==> src/map_219_config.svh <==
`ifndef MAP_219_CONFIG_SVH
`define MAP_219_CONFIG_SVH

// ~~~~~~~~~~~~~~~~~~~~~~~~~~~~~~ widths
`define CPU_ADDR_W        16
`define PPU_ADDR_W        14
`define SS_ADDR_W         8
`define BYTE_W            8
`define EXT_PRG_W         4
`define MAP_SUB_W         3
`define PRG_ADDR_W        19
`define CHR_ADDR_W        18
`define SRM_ADDR_W        13

`define MAP_IDX           8'd219
`define MMC3A_SUB         3'd4

// ~~~~~~~~~~~~~~~~~~~~~~~~~~~~~~ power-on banks
`define BANK_DAT_RST      64'h01_00_07_06_05_04_02_00 // slot 7 in the top byte
`define EXT_PRG_RST_0     4'hC
`define EXT_PRG_RST_1     4'hD
`define EXT_PRG_RST_2     4'hE
`define EXT_PRG_RST_3     4'hF
`define EXT_CHR_RST_0     8'd0
`define EXT_CHR_RST_1     8'd1
`define EXT_CHR_RST_2     8'd2
`define EXT_CHR_RST_3     8'd3
`define EXT_CHR_RST_4     8'd4
`define EXT_CHR_RST_5     8'd5
`define EXT_CHR_RST_6     8'd6
`define EXT_CHR_RST_7     8'd7

// ~~~~~~~~~~~~~~~~~~~~~~~~~~~~~~ save-state map
`define SS_ADDR_BANK_DAT  8'd0
`define SS_ADDR_BANK_SEL  8'd8
`define SS_ADDR_MMC_CTRL0 8'd9
`define SS_ADDR_MMC_CTRL1 8'd10
`define SS_ADDR_IRQ       8'd16
`define SS_ADDR_EXT_CHR   8'd32
`define SS_ADDR_EXT_PRG   8'd40
`define SS_ADDR_EXT_SEL   8'd44
`define SS_ADDR_CHR_SEL   8'd45
`define SS_ADDR_SET_FLAGS 8'd46
`define SS_ADDR_IDX       8'd127

`endif
==> src/map_pkg.sv <==
`default_nettype none

`include "map_219_config.svh"

package map_pkg;

	typedef logic [`BYTE_W-1:0] byte_t;
	typedef logic [`EXT_PRG_W-1:0] ext_prg_t;

	// the byte written to the extension data port
	typedef union packed {
		byte_t raw;
		struct packed {
			logic [1:0] pad_hi;
			logic [3:0] bank_rev; // stored bit-reversed into the PRG slot
			logic [1:0] pad_lo;
		} prg;
		struct packed {
			logic [2:0] pad_hi;
			logic [2:0] bank_1k;
			logic       bank_2k_lo; // low bit of a 2 KB bank number
			logic       pad_lo;
		} chr;
	} ext_dat_u;

endpackage

`default_nettype wire

==> src/bus_pkg.sv <==
`default_nettype none

`include "map_219_config.svh"

package bus_pkg;

	// console side of the cartridge edge
	typedef logic [`CPU_ADDR_W-1:0] cpu_addr_t;
	typedef logic [`PPU_ADDR_W-1:0] ppu_addr_t;

	// save-state port, one byte register per address
	typedef logic [`SS_ADDR_W-1:0] ss_addr_t;

endpackage

`default_nettype wire

==> src/map_219.sv <==
`timescale 1ns/10ps
`default_nettype none

`include "map_219_config.svh"

module map_219 import bus_pkg::*; import map_pkg::*;
(
	input  wire                    m2,
	input  wire                    map_rst,
	input  wire cpu_addr_t         cpu_addr,
	input  wire byte_t             cpu_dat,
	input  wire                    cpu_rw,
	input  wire ppu_addr_t         ppu_addr,
	input  wire                    ppu_oe,
	input  wire                    ppu_we,
	input  wire [`MAP_SUB_W-1:0]   map_sub,
	input  wire                    cfg_mir_v,
	input  wire                    cfg_chr_ram,
	input  wire                    ss_act,
	input  wire                    ss_we,
	input  wire ss_addr_t          ss_addr,
	output logic [`PRG_ADDR_W-1:0] prg_addr,
	output logic [`CHR_ADDR_W-1:0] chr_addr,
	output logic [`SRM_ADDR_W-1:0] srm_addr,
	output logic                   ciram_a10,
	output logic                   ciram_ce,
	output logic                   ram_ce,
	output logic                   ram_we,
	output logic                   rom_ce,
	output logic                   prg_oe,
	output logic                   chr_oe,
	output logic                   chr_ce,
	output logic                   chr_we,
	output logic                   irq,
	output byte_t                  ss_rdat
);

	logic mir_mod;
	logic ram_we_off;
	logic ram_ce_on;
	byte_t mmc3_ss_dat;
	ext_prg_t prg_bank;
	byte_t chr_bank;
	byte_t ext_ss_dat;

	mmc3_regs u_mmc3 (
		.m2 (m2), .map_rst (map_rst), .cpu_addr (cpu_addr), .cpu_dat (cpu_dat),
		.cpu_rw (cpu_rw), .ppu_addr (ppu_addr), .map_sub (map_sub), .cfg_mir_v (cfg_mir_v),
		.ss_act (ss_act), .ss_we (ss_we), .ss_addr (ss_addr),
		.mir_mod (mir_mod), .ram_we_off (ram_we_off), .ram_ce_on (ram_ce_on),
		.irq (irq), .mmc3_ss_dat (mmc3_ss_dat)
	);

	ext_banks u_ext (
		.m2 (m2), .map_rst (map_rst), .cpu_addr (cpu_addr), .cpu_dat (cpu_dat),
		.cpu_rw (cpu_rw), .ppu_addr (ppu_addr), .ss_act (ss_act), .ss_we (ss_we),
		.ss_addr (ss_addr), .prg_bank (prg_bank), .chr_bank (chr_bank),
		.ext_ss_dat (ext_ss_dat)
	);

	map_out_mux u_mux (
		.cpu_addr (cpu_addr), .cpu_rw (cpu_rw), .ppu_addr (ppu_addr), .ppu_oe (ppu_oe),
		.ppu_we (ppu_we), .cfg_chr_ram (cfg_chr_ram), .ss_addr (ss_addr),
		.mir_mod (mir_mod), .ram_we_off (ram_we_off), .ram_ce_on (ram_ce_on),
		.prg_bank (prg_bank), .chr_bank (chr_bank), .mmc3_ss_dat (mmc3_ss_dat),
		.ext_ss_dat (ext_ss_dat), .prg_addr (prg_addr), .chr_addr (chr_addr),
		.srm_addr (srm_addr), .ciram_a10 (ciram_a10), .ciram_ce (ciram_ce),
		.ram_ce (ram_ce), .ram_we (ram_we), .rom_ce (rom_ce), .prg_oe (prg_oe),
		.chr_oe (chr_oe), .chr_ce (chr_ce), .chr_we (chr_we), .ss_rdat (ss_rdat)
	);

endmodule

`default_nettype wire

==> src/map_out_mux.sv <==
`timescale 1ns/10ps
`default_nettype none

`include "map_219_config.svh"

module map_out_mux import bus_pkg::*; import map_pkg::*;
(
	input  wire cpu_addr_t         cpu_addr,
	input  wire                    cpu_rw,
	input  wire ppu_addr_t         ppu_addr,
	input  wire                    ppu_oe,
	input  wire                    ppu_we,
	input  wire                    cfg_chr_ram,
	input  wire ss_addr_t          ss_addr,
	input  wire                    mir_mod,
	input  wire                    ram_we_off,
	input  wire                    ram_ce_on,
	input  wire ext_prg_t          prg_bank,
	input  wire byte_t             chr_bank,
	input  wire byte_t             mmc3_ss_dat,
	input  wire byte_t             ext_ss_dat,
	output logic [`PRG_ADDR_W-1:0] prg_addr,
	output logic [`CHR_ADDR_W-1:0] chr_addr,
	output logic [`SRM_ADDR_W-1:0] srm_addr,
	output logic                   ciram_a10,
	output logic                   ciram_ce,
	output logic                   ram_ce,
	output logic                   ram_we,
	output logic                   rom_ce,
	output logic                   prg_oe,
	output logic                   chr_oe,
	output logic                   chr_ce,
	output logic                   chr_we,
	output byte_t                  ss_rdat
);

	localparam int PRG_PAD = `PRG_ADDR_W - `EXT_PRG_W - 13;
	localparam ss_addr_t SS_IRQ = `SS_ADDR_IRQ;

	logic mmc_hit;
	logic ext_hit;

	assign prg_addr = {{PRG_PAD{1'b0}}, prg_bank, cpu_addr[12:0]};
	assign chr_addr = {chr_bank, ppu_addr[9:0]};
	assign srm_addr = cpu_addr[`SRM_ADDR_W-1:0];

	// ~~~~~~~~~~~~~~~~~~~~~~~~~~~~~~ strobes
	assign ram_ce = (cpu_addr[15:13] == 3'b011) && ram_ce_on;
	assign ram_we = !cpu_rw && ram_ce && !ram_we_off;
	assign rom_ce = cpu_addr[15];
	assign prg_oe = cpu_rw;
	assign chr_oe = !ppu_oe;
	assign ciram_ce = !ppu_addr[13];
	assign chr_ce = ciram_ce;
	assign chr_we = cfg_chr_ram && !ppu_we;
	assign ciram_a10 = mir_mod ? ppu_addr[11] : ppu_addr[10]; // A10 for vertical

	// ~~~~~~~~~~~~~~~~~~~~~~~~~~~~~~ save-state readback
	assign mmc_hit = (ss_addr <= `SS_ADDR_MMC_CTRL1) || (ss_addr[7:3] == SS_IRQ[7:3]);
	assign ext_hit = (ss_addr >= `SS_ADDR_EXT_CHR) && (ss_addr <= `SS_ADDR_SET_FLAGS);

	always_comb
	begin
		if (mmc_hit)
			ss_rdat = mmc3_ss_dat;
		else if (ext_hit)
			ss_rdat = ext_ss_dat;
		else if (ss_addr == `SS_ADDR_IDX)
			ss_rdat = `MAP_IDX;
		else
			ss_rdat = 8'hFF; // unmapped slots read as open bus
	end

endmodule

`default_nettype wire

==> src/ext_banks.sv <==
`timescale 1ns/10ps
`default_nettype none

`include "map_219_config.svh"

module ext_banks import bus_pkg::*; import map_pkg::*;
(
	input  wire            m2,
	input  wire            map_rst,
	input  wire cpu_addr_t cpu_addr,
	input  wire byte_t     cpu_dat,
	input  wire            cpu_rw,
	input  wire ppu_addr_t ppu_addr,
	input  wire            ss_act,
	input  wire            ss_we,
	input  wire ss_addr_t  ss_addr,
	output ext_prg_t       prg_bank,
	output byte_t          chr_bank,
	output byte_t          ext_ss_dat
);

	localparam ss_addr_t SS_CHR = `SS_ADDR_EXT_CHR;
	localparam ss_addr_t SS_PRG = `SS_ADDR_EXT_PRG;

	ext_prg_t ext_prg [4];
	byte_t ext_chr [8];
	byte_t ext_reg_sel;
	logic [3:0] chr_sel;
	logic set_prg;
	logic set_chr;
	logic [15:0] ext_reg_addr;
	ext_dat_u ext_dat;
	ext_prg_t prg_rev;
	logic chr_win;
	logic prg_win;

	assign ext_reg_addr = cpu_addr & 16'hE003;
	assign ext_dat.raw = cpu_dat;
	assign prg_rev = {ext_dat.prg.bank_rev[0], ext_dat.prg.bank_rev[1],
		ext_dat.prg.bank_rev[2], ext_dat.prg.bank_rev[3]}; // D2 lands on the top bit

	assign chr_win = (ss_addr[7:3] == SS_CHR[7:3]);
	assign prg_win = (ss_addr[7:2] == SS_PRG[7:2]);

	assign prg_bank = ext_prg[cpu_addr[14:13]];
	assign chr_bank = ext_chr[ppu_addr[12:10]];

	always_ff @(posedge m2)
	begin
		if (ss_act)
		begin
			if (ss_we && chr_win)
				ext_chr[ss_addr[2:0]] <= cpu_dat;
			if (ss_we && prg_win)
				ext_prg[ss_addr[1:0]] <= cpu_dat[`EXT_PRG_W-1:0];
			if (ss_we && ss_addr == `SS_ADDR_EXT_SEL)
				ext_reg_sel <= cpu_dat;
			if (ss_we && ss_addr == `SS_ADDR_CHR_SEL)
				chr_sel <= cpu_dat[3:0];
			if (ss_we && ss_addr == `SS_ADDR_SET_FLAGS)
				{set_prg, set_chr} <= cpu_dat[1:0];
		end
		else if (map_rst)
		begin
			ext_prg[0] <= `EXT_PRG_RST_0;
			ext_prg[1] <= `EXT_PRG_RST_1;
			ext_prg[2] <= `EXT_PRG_RST_2;
			ext_prg[3] <= `EXT_PRG_RST_3;
			ext_chr[0] <= `EXT_CHR_RST_0;
			ext_chr[1] <= `EXT_CHR_RST_1;
			ext_chr[2] <= `EXT_CHR_RST_2;
			ext_chr[3] <= `EXT_CHR_RST_3;
			ext_chr[4] <= `EXT_CHR_RST_4;
			ext_chr[5] <= `EXT_CHR_RST_5;
			ext_chr[6] <= `EXT_CHR_RST_6;
			ext_chr[7] <= `EXT_CHR_RST_7;
			ext_reg_sel <= '0;
			chr_sel <= '0;
			set_prg <= 1'b0;
			set_chr <= 1'b0;
		end
		else if (!cpu_rw)
		begin
			// ~~~~~~~~~~~~~~~~~~~~~~~~~~~~~~ selector writes
			if (ext_reg_addr == 16'h8000)
			begin
				ext_reg_sel <= cpu_dat;
				set_prg <= 1'b0;
				set_chr <= 1'b1;
			end
			if (ext_reg_addr == 16'h8002)
			begin
				ext_reg_sel <= cpu_dat;
				set_prg <= 1'b1;
				set_chr <= 1'b0;
			end

			// ~~~~~~~~~~~~~~~~~~~~~~~~~~~~~~ data writes
			if (ext_reg_addr == 16'h8001 && set_prg)
			begin
				case (ext_reg_sel)
					8'h26: ext_prg[0] <= prg_rev;
					8'h25: ext_prg[1] <= prg_rev;
					8'h24: ext_prg[2] <= prg_rev;
					8'h23: ext_prg[3] <= prg_rev;
					default: ;
				endcase
			end
			if (ext_reg_addr == 16'h8001 && set_chr)
			begin
				case (ext_reg_sel)
					8'h08, 8'h0A, 8'h0E, 8'h12, 8'h16, 8'h1A, 8'h1E:
						chr_sel <= cpu_dat[3:0]; // high nibble for the next bank writes
					8'h09: ext_chr[0] <= {chr_sel, ext_dat.chr.bank_1k, 1'b0};
					8'h0B: ext_chr[1] <= {chr_sel, ext_dat.chr.bank_1k, 1'b1};
					8'h0C, 8'h0D: ext_chr[2] <= {chr_sel, ext_dat.chr.bank_1k, 1'b0};
					8'h0F: ext_chr[3] <= {chr_sel, ext_dat.chr.bank_1k, 1'b1};
					8'h10, 8'h11:
						ext_chr[4] <= {chr_sel, ext_dat.chr.bank_1k, ext_dat.chr.bank_2k_lo};
					8'h14, 8'h15:
						ext_chr[5] <= {chr_sel, ext_dat.chr.bank_1k, ext_dat.chr.bank_2k_lo};
					8'h18, 8'h19:
						ext_chr[6] <= {chr_sel, ext_dat.chr.bank_1k, ext_dat.chr.bank_2k_lo};
					8'h1C, 8'h1D:
						ext_chr[7] <= {chr_sel, ext_dat.chr.bank_1k, ext_dat.chr.bank_2k_lo};
					default: ;
				endcase
			end
		end
	end

	always_comb
	begin
		if (chr_win)
			ext_ss_dat = ext_chr[ss_addr[2:0]];
		else if (prg_win)
			ext_ss_dat = {{(`BYTE_W-`EXT_PRG_W){1'b0}}, ext_prg[ss_addr[1:0]]};
		else if (ss_addr == `SS_ADDR_EXT_SEL)
			ext_ss_dat = ext_reg_sel;
		else if (ss_addr == `SS_ADDR_CHR_SEL)
			ext_ss_dat = {4'd0, chr_sel};
		else if (ss_addr == `SS_ADDR_SET_FLAGS)
			ext_ss_dat = {6'd0, set_prg, set_chr};
		else
			ext_ss_dat = '0;
	end

	a_one_mode: assert property (@(posedge m2) disable iff (map_rst)
		!(set_prg && set_chr));

endmodule

`default_nettype wire

==> src/mmc3_regs.sv <==
`timescale 1ns/10ps
`default_nettype none

`include "map_219_config.svh"

module mmc3_regs import bus_pkg::*; import map_pkg::*;
(
	input  wire                  m2,
	input  wire                  map_rst,
	input  wire cpu_addr_t       cpu_addr,
	input  wire byte_t           cpu_dat,
	input  wire                  cpu_rw,
	input  wire ppu_addr_t       ppu_addr,
	input  wire [`MAP_SUB_W-1:0] map_sub,
	input  wire                  cfg_mir_v,
	input  wire                  ss_act,
	input  wire                  ss_we,
	input  wire ss_addr_t        ss_addr,
	output logic                 mir_mod,
	output logic                 ram_we_off,
	output logic                 ram_ce_on,
	output logic                 irq,
	output byte_t                mmc3_ss_dat
);

	localparam logic [63:0] BANK_RST = `BANK_DAT_RST;

	byte_t bank_sel;
	byte_t bank_dat [8];
	byte_t mmc_ctrl0;
	byte_t mmc_ctrl1;
	byte_t irq_ss_dat;
	logic [15:0] reg_addr;
	logic mmc3a;

	assign reg_addr = {cpu_addr[15:13], 12'd0, cpu_addr[0]}; // only A15-A13 and A0 decode
	assign mmc3a = (map_sub == `MMC3A_SUB);

	assign mir_mod = mmc_ctrl0[0];
	assign ram_we_off = mmc_ctrl1[6];
	assign ram_ce_on = mmc_ctrl1[7];

	always_ff @(posedge m2)
	begin
		if (ss_act)
		begin
			if (ss_we && ss_addr < `SS_ADDR_BANK_SEL)
				bank_dat[ss_addr[2:0]] <= cpu_dat;
			if (ss_we && ss_addr == `SS_ADDR_BANK_SEL)
				bank_sel <= cpu_dat;
			if (ss_we && ss_addr == `SS_ADDR_MMC_CTRL0)
				mmc_ctrl0 <= cpu_dat;
			if (ss_we && ss_addr == `SS_ADDR_MMC_CTRL1)
				mmc_ctrl1 <= cpu_dat;
		end
		else if (map_rst)
		begin
			bank_sel <= '0;
			mmc_ctrl0 <= {7'd0, !cfg_mir_v}; // board solder pad picks the power-on mirroring
			mmc_ctrl1 <= '0;
			for (int i = 0; i < 8; i++)
				bank_dat[i] <= BANK_RST[i*8 +: 8];
		end
		else if (!cpu_rw)
		begin
			case (reg_addr)
				16'h8000: bank_sel <= cpu_dat;
				16'h8001: bank_dat[bank_sel[2:0]] <= cpu_dat;
				16'hA000: mmc_ctrl0 <= cpu_dat;
				16'hA001: mmc_ctrl1 <= cpu_dat;
				default: ;
			endcase
		end
	end

	irq_mmc3 u_irq (
		.m2         (m2),
		.map_rst    (map_rst),
		.cpu_addr   (cpu_addr),
		.cpu_dat    (cpu_dat),
		.cpu_rw     (cpu_rw),
		.ppu_addr   (ppu_addr),
		.mmc3a      (mmc3a),
		.ss_act     (ss_act),
		.ss_we      (ss_we),
		.ss_addr    (ss_addr),
		.irq        (irq),
		.irq_ss_dat (irq_ss_dat)
	);

	always_comb
	begin
		if (ss_addr < `SS_ADDR_BANK_SEL)
			mmc3_ss_dat = bank_dat[ss_addr[2:0]];
		else if (ss_addr == `SS_ADDR_BANK_SEL)
			mmc3_ss_dat = bank_sel;
		else if (ss_addr == `SS_ADDR_MMC_CTRL0)
			mmc3_ss_dat = mmc_ctrl0;
		else if (ss_addr == `SS_ADDR_MMC_CTRL1)
			mmc3_ss_dat = mmc_ctrl1;
		else
			mmc3_ss_dat = irq_ss_dat; // zero outside the IRQ window
	end

	// data must be settled by the sampling edge of every write strobe
	a_dat_known: assert property (@(posedge m2) disable iff (map_rst)
		(!cpu_rw || (ss_act && ss_we)) |-> !$isunknown(cpu_dat));

endmodule

`default_nettype wire

==> src/irq_mmc3.sv <==
`timescale 1ns/10ps
`default_nettype none

`include "map_219_config.svh"

module irq_mmc3 import bus_pkg::*;
(
	input  wire               m2,
	input  wire               map_rst,
	input  wire cpu_addr_t    cpu_addr,
	input  wire [`BYTE_W-1:0] cpu_dat,
	input  wire               cpu_rw,
	input  wire ppu_addr_t    ppu_addr,
	input  wire               mmc3a,
	input  wire               ss_act,
	input  wire               ss_we,
	input  wire ss_addr_t     ss_addr,
	output logic              irq,
	output logic [`BYTE_W-1:0] irq_ss_dat
);

	localparam logic [1:0] A12_LOW_MIN = 2'd3;
	localparam ss_addr_t SS_IRQ = `SS_ADDR_IRQ;

	logic [`BYTE_W-1:0] irq_latch;
	logic [`BYTE_W-1:0] irq_ctr;
	logic [`BYTE_W-1:0] ctr_nxt;
	logic irq_on;
	logic irq_pend;
	logic reload_req;
	logic [1:0] a12_low_cnt;
	logic [15:0] reg_addr;
	logic a12_clk;
	logic irq_set;
	logic irq_win;

	assign reg_addr = {cpu_addr[15:13], 12'd0, cpu_addr[0]};
	assign irq_win = (ss_addr[7:3] == SS_IRQ[7:3]);

	// a rise counts only after A12 sat low long enough to rule out pattern fetch jitter
	assign a12_clk = ppu_addr[12] && (a12_low_cnt == A12_LOW_MIN);
	assign ctr_nxt = (irq_ctr == '0 || reload_req) ? irq_latch : irq_ctr - 1'b1;

	// MMC3A does not fire again while the counter sits at zero
	assign irq_set = a12_clk && irq_on && (ctr_nxt == '0) &&
		(!mmc3a || irq_ctr != '0 || reload_req);

	assign irq = irq_pend;

	always_ff @(posedge m2)
	begin
		if (ss_act)
		begin
			if (ss_we && irq_win)
			begin
				case (ss_addr[2:0])
					3'd0: irq_latch <= cpu_dat;
					3'd1: irq_ctr <= cpu_dat;
					3'd2: {reload_req, irq_on, irq_pend} <= cpu_dat[2:0];
					3'd3: a12_low_cnt <= cpu_dat[1:0];
					default: ;
				endcase
			end
		end
		else if (map_rst)
		begin
			irq_latch <= '0;
			irq_ctr <= '0;
			irq_on <= 1'b0;
			irq_pend <= 1'b0;
			reload_req <= 1'b0;
			a12_low_cnt <= '0;
		end
		else
		begin
			if (ppu_addr[12])
				a12_low_cnt <= '0;
			else if (a12_low_cnt != A12_LOW_MIN)
				a12_low_cnt <= a12_low_cnt + 2'd1;

			if (a12_clk)
			begin
				irq_ctr <= ctr_nxt;
				reload_req <= 1'b0;
			end
			if (irq_set)
				irq_pend <= 1'b1;

			// register writes land after the counter update so they win a collision
			if (!cpu_rw)
			begin
				case (reg_addr)
					16'hC000: irq_latch <= cpu_dat;
					16'hC001:
					begin
						irq_ctr <= '0;
						reload_req <= 1'b1;
					end
					16'hE000:
					begin
						irq_on <= 1'b0;
						irq_pend <= 1'b0; // disable also acknowledges
					end
					16'hE001: irq_on <= 1'b1;
					default: ;
				endcase
			end
		end
	end

	always_comb
	begin
		irq_ss_dat = '0;
		if (irq_win)
		begin
			case (ss_addr[2:0])
				3'd0: irq_ss_dat = irq_latch;
				3'd1: irq_ss_dat = irq_ctr;
				3'd2: irq_ss_dat = {5'd0, reload_req, irq_on, irq_pend};
				3'd3: irq_ss_dat = {6'd0, a12_low_cnt};
				default: ;
			endcase
		end
	end

	a_irq_needs_on: assert property (@(posedge m2) disable iff (map_rst)
		$rose(irq) |-> irq_on);

endmodule

`default_nettype wire

==> config.mk <==
export PLATFORM = sky130hd
export DESIGN_NAME = map_219
export DESIGN_NICKNAME = d
export VERILOG_FILES = /design/src/map_pkg.sv /design/src/bus_pkg.sv /design/src/map_219.sv /design/src/map_out_mux.sv /design/src/ext_banks.sv /design/src/mmc3_regs.sv /design/src/irq_mmc3.sv
export VERILOG_INCLUDE_DIRS = /design/src /design/src/src
export SDC_FILE = /design/constraint.sdc
export NUM_CORES = 1
export LEC_CHECK = 0
export ABC_CLOCK_PERIOD_IN_PS = 3600
export BUFFER_PORTS_ARGS = -buffer_cell sky130_fd_sc_hd__buf_4
export CORE_AREA = 8 8 159 161
export CTS_CLUSTER_DIAMETER = 100
export DETAILED_ROUTE_END_ITERATION = 8
export DIE_AREA = 0 0 167 169
export PLACE_DENSITY = 0.75
export SYNTH_ARGS = -nofsm -noshare
export SYNTH_HDL_FRONTEND = slang
export SYNTH_HIERARCHICAL = 1
export SYNTH_SLANG_ARGS = --single-unit
==> constraint.sdc <==
create_clock -name m2 -period 3.6 [get_ports m2]
set_input_delay 0 -clock m2 [delete_from_list [all_inputs] [get_ports m2]]
set_output_delay 0 -clock m2 [all_outputs]
set_load 0.01 [all_outputs]
==> flow_metrics.py, run 1 <==
metrics = {
    "run_status": {
        "status": "finished, final reports clean",
    },
    "clock_network": {
        "cts_tree": "built",
        "clock_tree.buffer_depth": 3,
        "cts_sinks": 203,
        "postCtsSetupBuffers": 0,
        "clkSlewWorstSetupHoldPaths_ps": 60,
        "htreeDepth": 1,
        "numCtsBuffers": 22,
        "cts_root_buf": "clkbuf_16",
        "clkLatencyLatePin_ps": 500,
    },
    "critical_path": {
        "crit_path_cell_trace": "or4b_1 -> or3_1 -> nor3_1 -> mux2_2",
        "cp_slowest_cell": "nor3_1",
        "crit_path_start_kind": "flop",
        "crit_path_end_kind": "flop",
        "critPathBufInv": 0,
        "worstPathArrival_ps": 2890,
        "cpLargestDelayFamily": "simple AND/OR/NAND/NOR gates",
        "critPathMaxStageDelay_ps": 630,
        "path_max_fanout": 5,
        "cp_data_required_time_ps": 3850,
        "path_class": "reg -> reg",
    },
    "floorplan": {
        "core_sq_um": 22900,
        "dieArea_sq_um": 28200,
        "rows": 56,
        "start_util_pct": 53.8,
        "ios": 126,
        "die_h_um": 169,
        "fp.dieW_um": 167,
    },
    "placement": {
        "dp_hpwl_mm": 24.1,
        "dpl_cell_area_sq_um": 12600,
        "gp_congestion": 1.01,
        "io_buffers": 70,
        "pre_cts_slack_ps": 976,
    },
    "sta": {
        "period_share_pct": 73.3,
        "layout_setup_ws_ps": 961,
        "post-route-min-period_ps": 2640,
        "finalSetupTns_ps": 0,
        "holdWs_ps": 0.00355,
        "setup_viol": 0,
        "slew_violations": 0,
        "fmax_ghz": 0.379,
        "rsz0062_at_grt": "false",
        "worst_slew_pin_slew_ps": 1130,
        "hold_viol": 0,
        "slew_headroom_pct": 23.5,
        "fin_worst_skew_ps": 7.23,
    },
    "pwr": {
        "seqPwrFrac_pct": 48.5,
        "powerDensity_nw_per_um2": 414,
        "power_frac_comb_pct": 12.8,
        "p_sw_share_pct": 25.4,
        "switchingPower_mw": 1.41,
        "p_clk_share_pct": 38.7,
        "peakVddDrop_v": 0.000290,
        "leakage_nw": 5.35,
        "internal_power_mw": 4.15,
    },
    "layout": {
        "drive_gt1_share_pct": 24.4,
        "area_growth_pct": 8.85,
        "nFillCells": 1831,
        "final_cell_area_sq_um": 13400,
        "diodes": 0,
        "multi_input_area_sq_um": 6110,
        "fin_util_pct": 58.6,
        "register_area_sq_um": 5420,
        "nets": 1123,
    },
    "synth": {
        "synth_cells": 1066,
        "synth.top_cells.by_count": "edfxtp_1, nand2_1, mux2i_1",
        "synth_edf_count": 135,
        "ys.flop_type": "edfxtp_1",
        "async_flop_share_pct": 0,
        "ys_types": 85,
        "synthesis.area_sq_um": 12300,
        "syn_area_per_cell_sq_um": 11.6,
        "synth-warning-count": 6,
        "ys_ff_latch": 203,
        "ys_seq_area_share_pct": 43.9,
        "synth.largest_area_cell": "edfxtp_1",
        "synthTopCellsByArea": "edfxtp_1, dfxtp_1, mux4_2",
        "synth.most_common_cell": "edfxtp_1",
        "netlist.area_leader.share_pct": 32.9,
    },
    "routing": {
        "ant_nets": 0,
        "num_vias": 9097,
        "wl_mm": 34.5,
        "wl_per_cell_um": 25.3,
        "post-route-drc-count": 0,
        "via_per_inst": 6.65,
        "drt_iter0_markers": 1266,
        "first_pass_iters": 8,
    },
    "global_route": {
        "grt_overflow": 0,
        "grt_antenna_before_repair": 1,
        "grt_use_met3_pct": 6.50,
        "grt_max_degree": 68,
        "grt_util_all_layers_pct": 24.2,
        "grt_use_met2_pct": 37.1,
        "met1_usage_pct": 32.6,
        "grt_pass1_vias": 8970,
        "grt.busiest_layer": "met2",
        "grt_first_pass_wirelength_mm": 53.4,
    },
    "worst_hold_path": {
        "worstHoldPathType": "in -> out",
    },
    "flow_run": {
        "maxCapViolCount": 0,
    },
}
[metrics by stage]
step	cells	total power, mW
6_report	1367	5.56
5_1_grt	1367	5.74
4_1_cts	1367	5.57
3_5_place_dp	1318	3.43
3_3_place_gp	1318	3.42
2_1_floorplan	1067	3.20
[area by class of cell]
class	count	area share, %
clock buffers	25	4.42
flip-flops and latches	203	40.3
multi-input cells	709	45.5
repair buffers	94	5.44
inverters	32	0.895
well taps	290	2.70
clock inverters	14	0.690
[repair_timing]
action	in CTS	in global routing
setup endpoints to repair	0	0
hold buffers	10	0
hold endpoints to repair	31	0
resized for setup	0	0
[placed cells by master (no fill, tap or decap), drive strengths merged, types with 11 or more instances in the layout]
master and instances:
dfxtp 68, mux2i 102, nand2b 18, clkbuf 25, mux4 60, nor2 47, o22ai 13, nand2 120
o21ai 25, edfxtp 135, clkinv 11, nor3 24, buf 84, inv 32, and2 11, or3 18
a21oi 30, o2bb2ai 21, mux2 56
[power groups by stage]
stage | logic [mW] | registers [mW] | clock network [mW]
after floorplan | 0.518 | 2.69 | 0
final | 0.710 | 2.69 | 2.15
after CTS | 0.702 | 2.69 | 2.18
after detailed placement | 0.690 | 2.74 | 0
after global routing | 0.758 | 2.70 | 2.28
after global placement | 0.682 | 2.73 | 0
[worst reg2reg max path, delay by kind of cell, from the launching register on]
family           cells  cell delay, ps
muxes                1             410
DFF                  1             410
and+or+nand+nor      3            1580
[metal layers]
| layer | routed length [um] | share of wire, % |
|---|---|---|
| met1 | 14100 | 41 |
| met2 | 15200 | 44 |
| met3 | 4070 | 12 |
| met4 | 1150 | 3.3 |
| met5 | 19 | 0.055 |
[path summary, 6_finish.rpt]
kind,end,cells past startpoint,startpoint,slack [ps]
max,u_ext/ext_prg[3][0]$_DFFE_PP_,4,u_ext/ext_reg_sel[7]$_DFFE_PP_,960
min,chr_addr[8],0,ppu_addr[8],0.004
max reg2reg,u_ext/ext_prg[3][0]$_DFFE_PP_,4,u_ext/ext_reg_sel[7]$_DFFE_PP_,960
min reg2reg,u_mmc3/bank_dat[7][2]$_SDFFE_PP0P_,2,u_mmc3/bank_dat[7][2]$_SDFFE_PP0P_,460
[sequential cells by signal, summed over array words and instances, names as in the netlist, 2 cells and up]
register	count
u_ext/ext_reg_sel	8
u_mmc3/u_irq/irq_ctr	8
u_mmc3/bank_sel	8
u_mmc3/bank_dat	64
u_mmc3/mmc_ctrl0	8
u_ext/chr_sel	4
u_mmc3/mmc_ctrl1	8
u_ext/ext_prg	16
u_ext/ext_chr	64
u_mmc3/u_irq/irq_latch	8
u_mmc3/u_irq/a12_low_cnt	2
[logic make-up after synthesis]
family / share of synthesized area (%)
simple gates: 14.6
mux: 24.6
flops: 43.9
compound gates: 9.75
buf+inv: 6.66
fa+ha+maj: 0.304
xor+xnor: 0.213
other cells: 0.0304
No activity file was read; power rests on OpenSTA's default activity.
==> run 2: changes to the inputs <==
Settings changed: ABC_CLOCK_PERIOD_IN_PS 3600 to 2500.
Clock period 3.6 ns to 2.5 ns, I/O delays scaled along.
==> flow_metrics.py, run 2 (same netlist as run 1, synthesis figures left out) <==
metrics = {
    "run_status": {
        "status": "finished, final reports clean",
    },
    "pwr": {
        "internal_power_mw": 6.04,
        "p_sw_share_pct": 25.4,
        "seqPwrFrac_pct": 47.7,
        "peakVddDrop_v": 0.000414,
        "powerDensity_nw_per_um2": 583,
        "power_frac_comb_pct": 13.4,
        "leakage_nw": 5.64,
        "p_clk_share_pct": 38.9,
        "switchingPower_mw": 2.06,
    },
    "critical_path": {
        "rrSetupSlack_ps": 70,
        "startpoint": "u_mmc3/u_irq/irq_ctr[0]$_DFFE_PP_",
        "cp_data_required_time_ps": 2500,
        "crit_path_cell_trace": "buf_6 -> mux4_2 -> nor2b_1 -> nand2b_1 -> a21oi_2 -> o41ai_2 -> o22a_1 -> buf_4",
        "path_class": "reg -> out",
        "crit_path_start_kind": "flop",
        "path_max_fanout": 6,
        "cp_slowest_cell": "mux4_2",
        "rr_worst_depth": 4,
        "r2r_start": "u_ext/ext_reg_sel[7]$_DFFE_PP_",
        "rr_endpoint": "u_ext/ext_prg[0][1]$_DFFE_PP_",
        "crit_path_end_kind": "output port",
        "critPathMaxStageDelay_ps": 480,
        "worstPathArrival_ps": 2500,
    },
    "worst_hold_path": {
        "worstHoldPathType": "in -> out",
        "worstHoldStart": "ppu_addr[5]",
        "min_path_cells": 0,
        "holdPathEnd": "chr_addr[5]",
    },
    "global_route": {
        "grt_use_met2_pct": 36.1,
        "grt_util_all_layers_pct": 24.1,
        "grt.busiest_layer": "met2",
        "grt_max_degree": 38,
        "grt_antenna_before_repair": 1,
        "grt_use_met3_pct": 6.38,
        "met1_usage_pct": 32.7,
        "grt_pass1_vias": 9126,
        "grt_overflow": 0,
        "grt_first_pass_wirelength_mm": 53.4,
    },
    "clock_network": {
        "clock_tree.buffer_depth": 3,
        "numCtsBuffers": 22,
        "cts_sinks": 203,
        "htreeDepth": 1,
        "clkLatencyLatePin_ps": 510,
        "cts_root_buf": "clkbuf_16",
        "clkSlewWorstSetupHoldPaths_ps": 60,
        "cts_tree": "built",
    },
    "sta": {
        "slew_headroom_pct": 36.2,
        "worst_slew_pin_slew_ps": 958,
        "setup_viol": 0,
        "fin_worst_skew_ps": 23.5,
        "fmax_ghz": 0.400,
        "finalSetupTns_ps": 0,
        "post-route-min-period_ps": 2500,
        "period_share_pct": 99.9,
        "holdWs_ps": 0.00355,
        "slew_violations": 0,
        "hold_viol": 0,
        "rsz0062_at_grt": "true",
    },
    "routing": {
        "via_per_inst": 6.63,
        "wl_per_cell_um": 24.6,
        "first_pass_iters": 5,
        "drt_iter0_markers": 1258,
        "num_vias": 9424,
        "post-route-drc-count": 0,
        "ant_nets": 0,
        "wl_mm": 35.0,
    },
    "layout": {
        "final_common_cell": "edfxtp_1",
        "fin_util_pct": 60.7,
        "final_cell_mix": "edfxtp_1, buf_4, nand2_1",
        "top_regs": "u_ext/ext_chr x64, u_mmc3/bank_dat x64, u_ext/ext_prg x16",
        "area_growth_pct": 12.8,
        "final_cell_count_no_fill": 1422,
        "nets": 1177,
        "diodes": 0,
        "drive_gt1_share_pct": 28.3,
        "nFillCells": 1799,
    },
    "floorplan": {
        "start_util_pct": 53.8,
        "rows": 56,
        "fp.dieW_um": 167,
        "core_sq_um": 22900,
        "die_h_um": 169,
        "ios": 126,
        "dieArea_sq_um": 28200,
    },
    "flow_run": {
        "maxCapViolCount": 0,
    },
    "placement": {
        "io_buffers": 70,
        "dp_hpwl_mm": 24.7,
        "dp_cells": 1366,
        "gp_congestion": 0.973,
    },
}
[run 2: cell count changes in the layout (fill, tap and decap cells not counted), sizes merged]
cell,previous run,this run
clkinv,11,8
dlygate4sd3,10,15
inv,32,33
buf,84,133
clkbuf,25,29
clkinvlp,2,1
[run 2: worst max path at each step]
stage,end,slack (ps),depth (start not counted)
floorplan,u_ext/ext_prg[2][0]$_DFFE_PP_,130,5
global placement,u_ext/ext_prg[2][3]$_DFFE_PP_,70,4
detailed placement,u_ext/ext_prg[2][0]$_DFFE_PP_,30,4
CTS,ss_rdat[1],0.9,8
global route,ss_rdat[0],-50,8
finish,ss_rdat[0],3,8
[run 2: per-layer routing]
metal | part of all wire, % | vias up
met4 | 3.4 | 2
met2 | 44 | 569
met1 | 41 | 4653
met3 | 11 | 83
li1 | - | 4117
met5 | 0.034 | -
[run 2: what timing repair did]
item,CTS,global route
hold buffers,15,0
endpoints found under the setup margin,2,11
pin swaps,0,2
setup buffers,1,1
endpoints found under the hold margin,39,0
resized for setup,2,6
[run 2: area by class of cell]
type	instances	area (sq um)	area share, %
Timing Repair Buffer	148	1160	8.37
Clock inverter	11	93.8	0.675
Sequential cell	203	5420	38.9
Tap cell	290	363	2.61
Clock buffer	29	609	4.38
Multi-Input combinational cell	709	6140	44.2
Inverter	32	120	0.864
[run 2: power by group through the flow]
stage                     registers [mW]  logic (mW)  clock network, mW
final                               3.87        1.08               3.15
after CTS                           3.86        1.07               3.20
after detailed placement            3.93        1.03                  0
after global placement              3.92        1.02                  0
after global routing                3.88        1.15               3.35
after floorplan                     3.87       0.745                  0
[run 2: critical path: cells and delay by family, from the launching register on]
kind / cells / cell delay [ps]
compound gates: 3 / 470
buf+inv: 2 / 300
flops: 1 / 400
mux: 1 / 480
simple gates: 2 / 330
[run 2: stage by stage]
step	worst slack, ps	power (mW)	area (sq um)
6_report	2.66	8.11	13900
5_1_grt	-51.3	8.37	13900
4_1_cts	0.907	8.13	13900
3_5_place_dp	25.9	4.96	13000
3_3_place_gp	73.0	4.94	13000
2_1_floorplan	134	4.61	12300
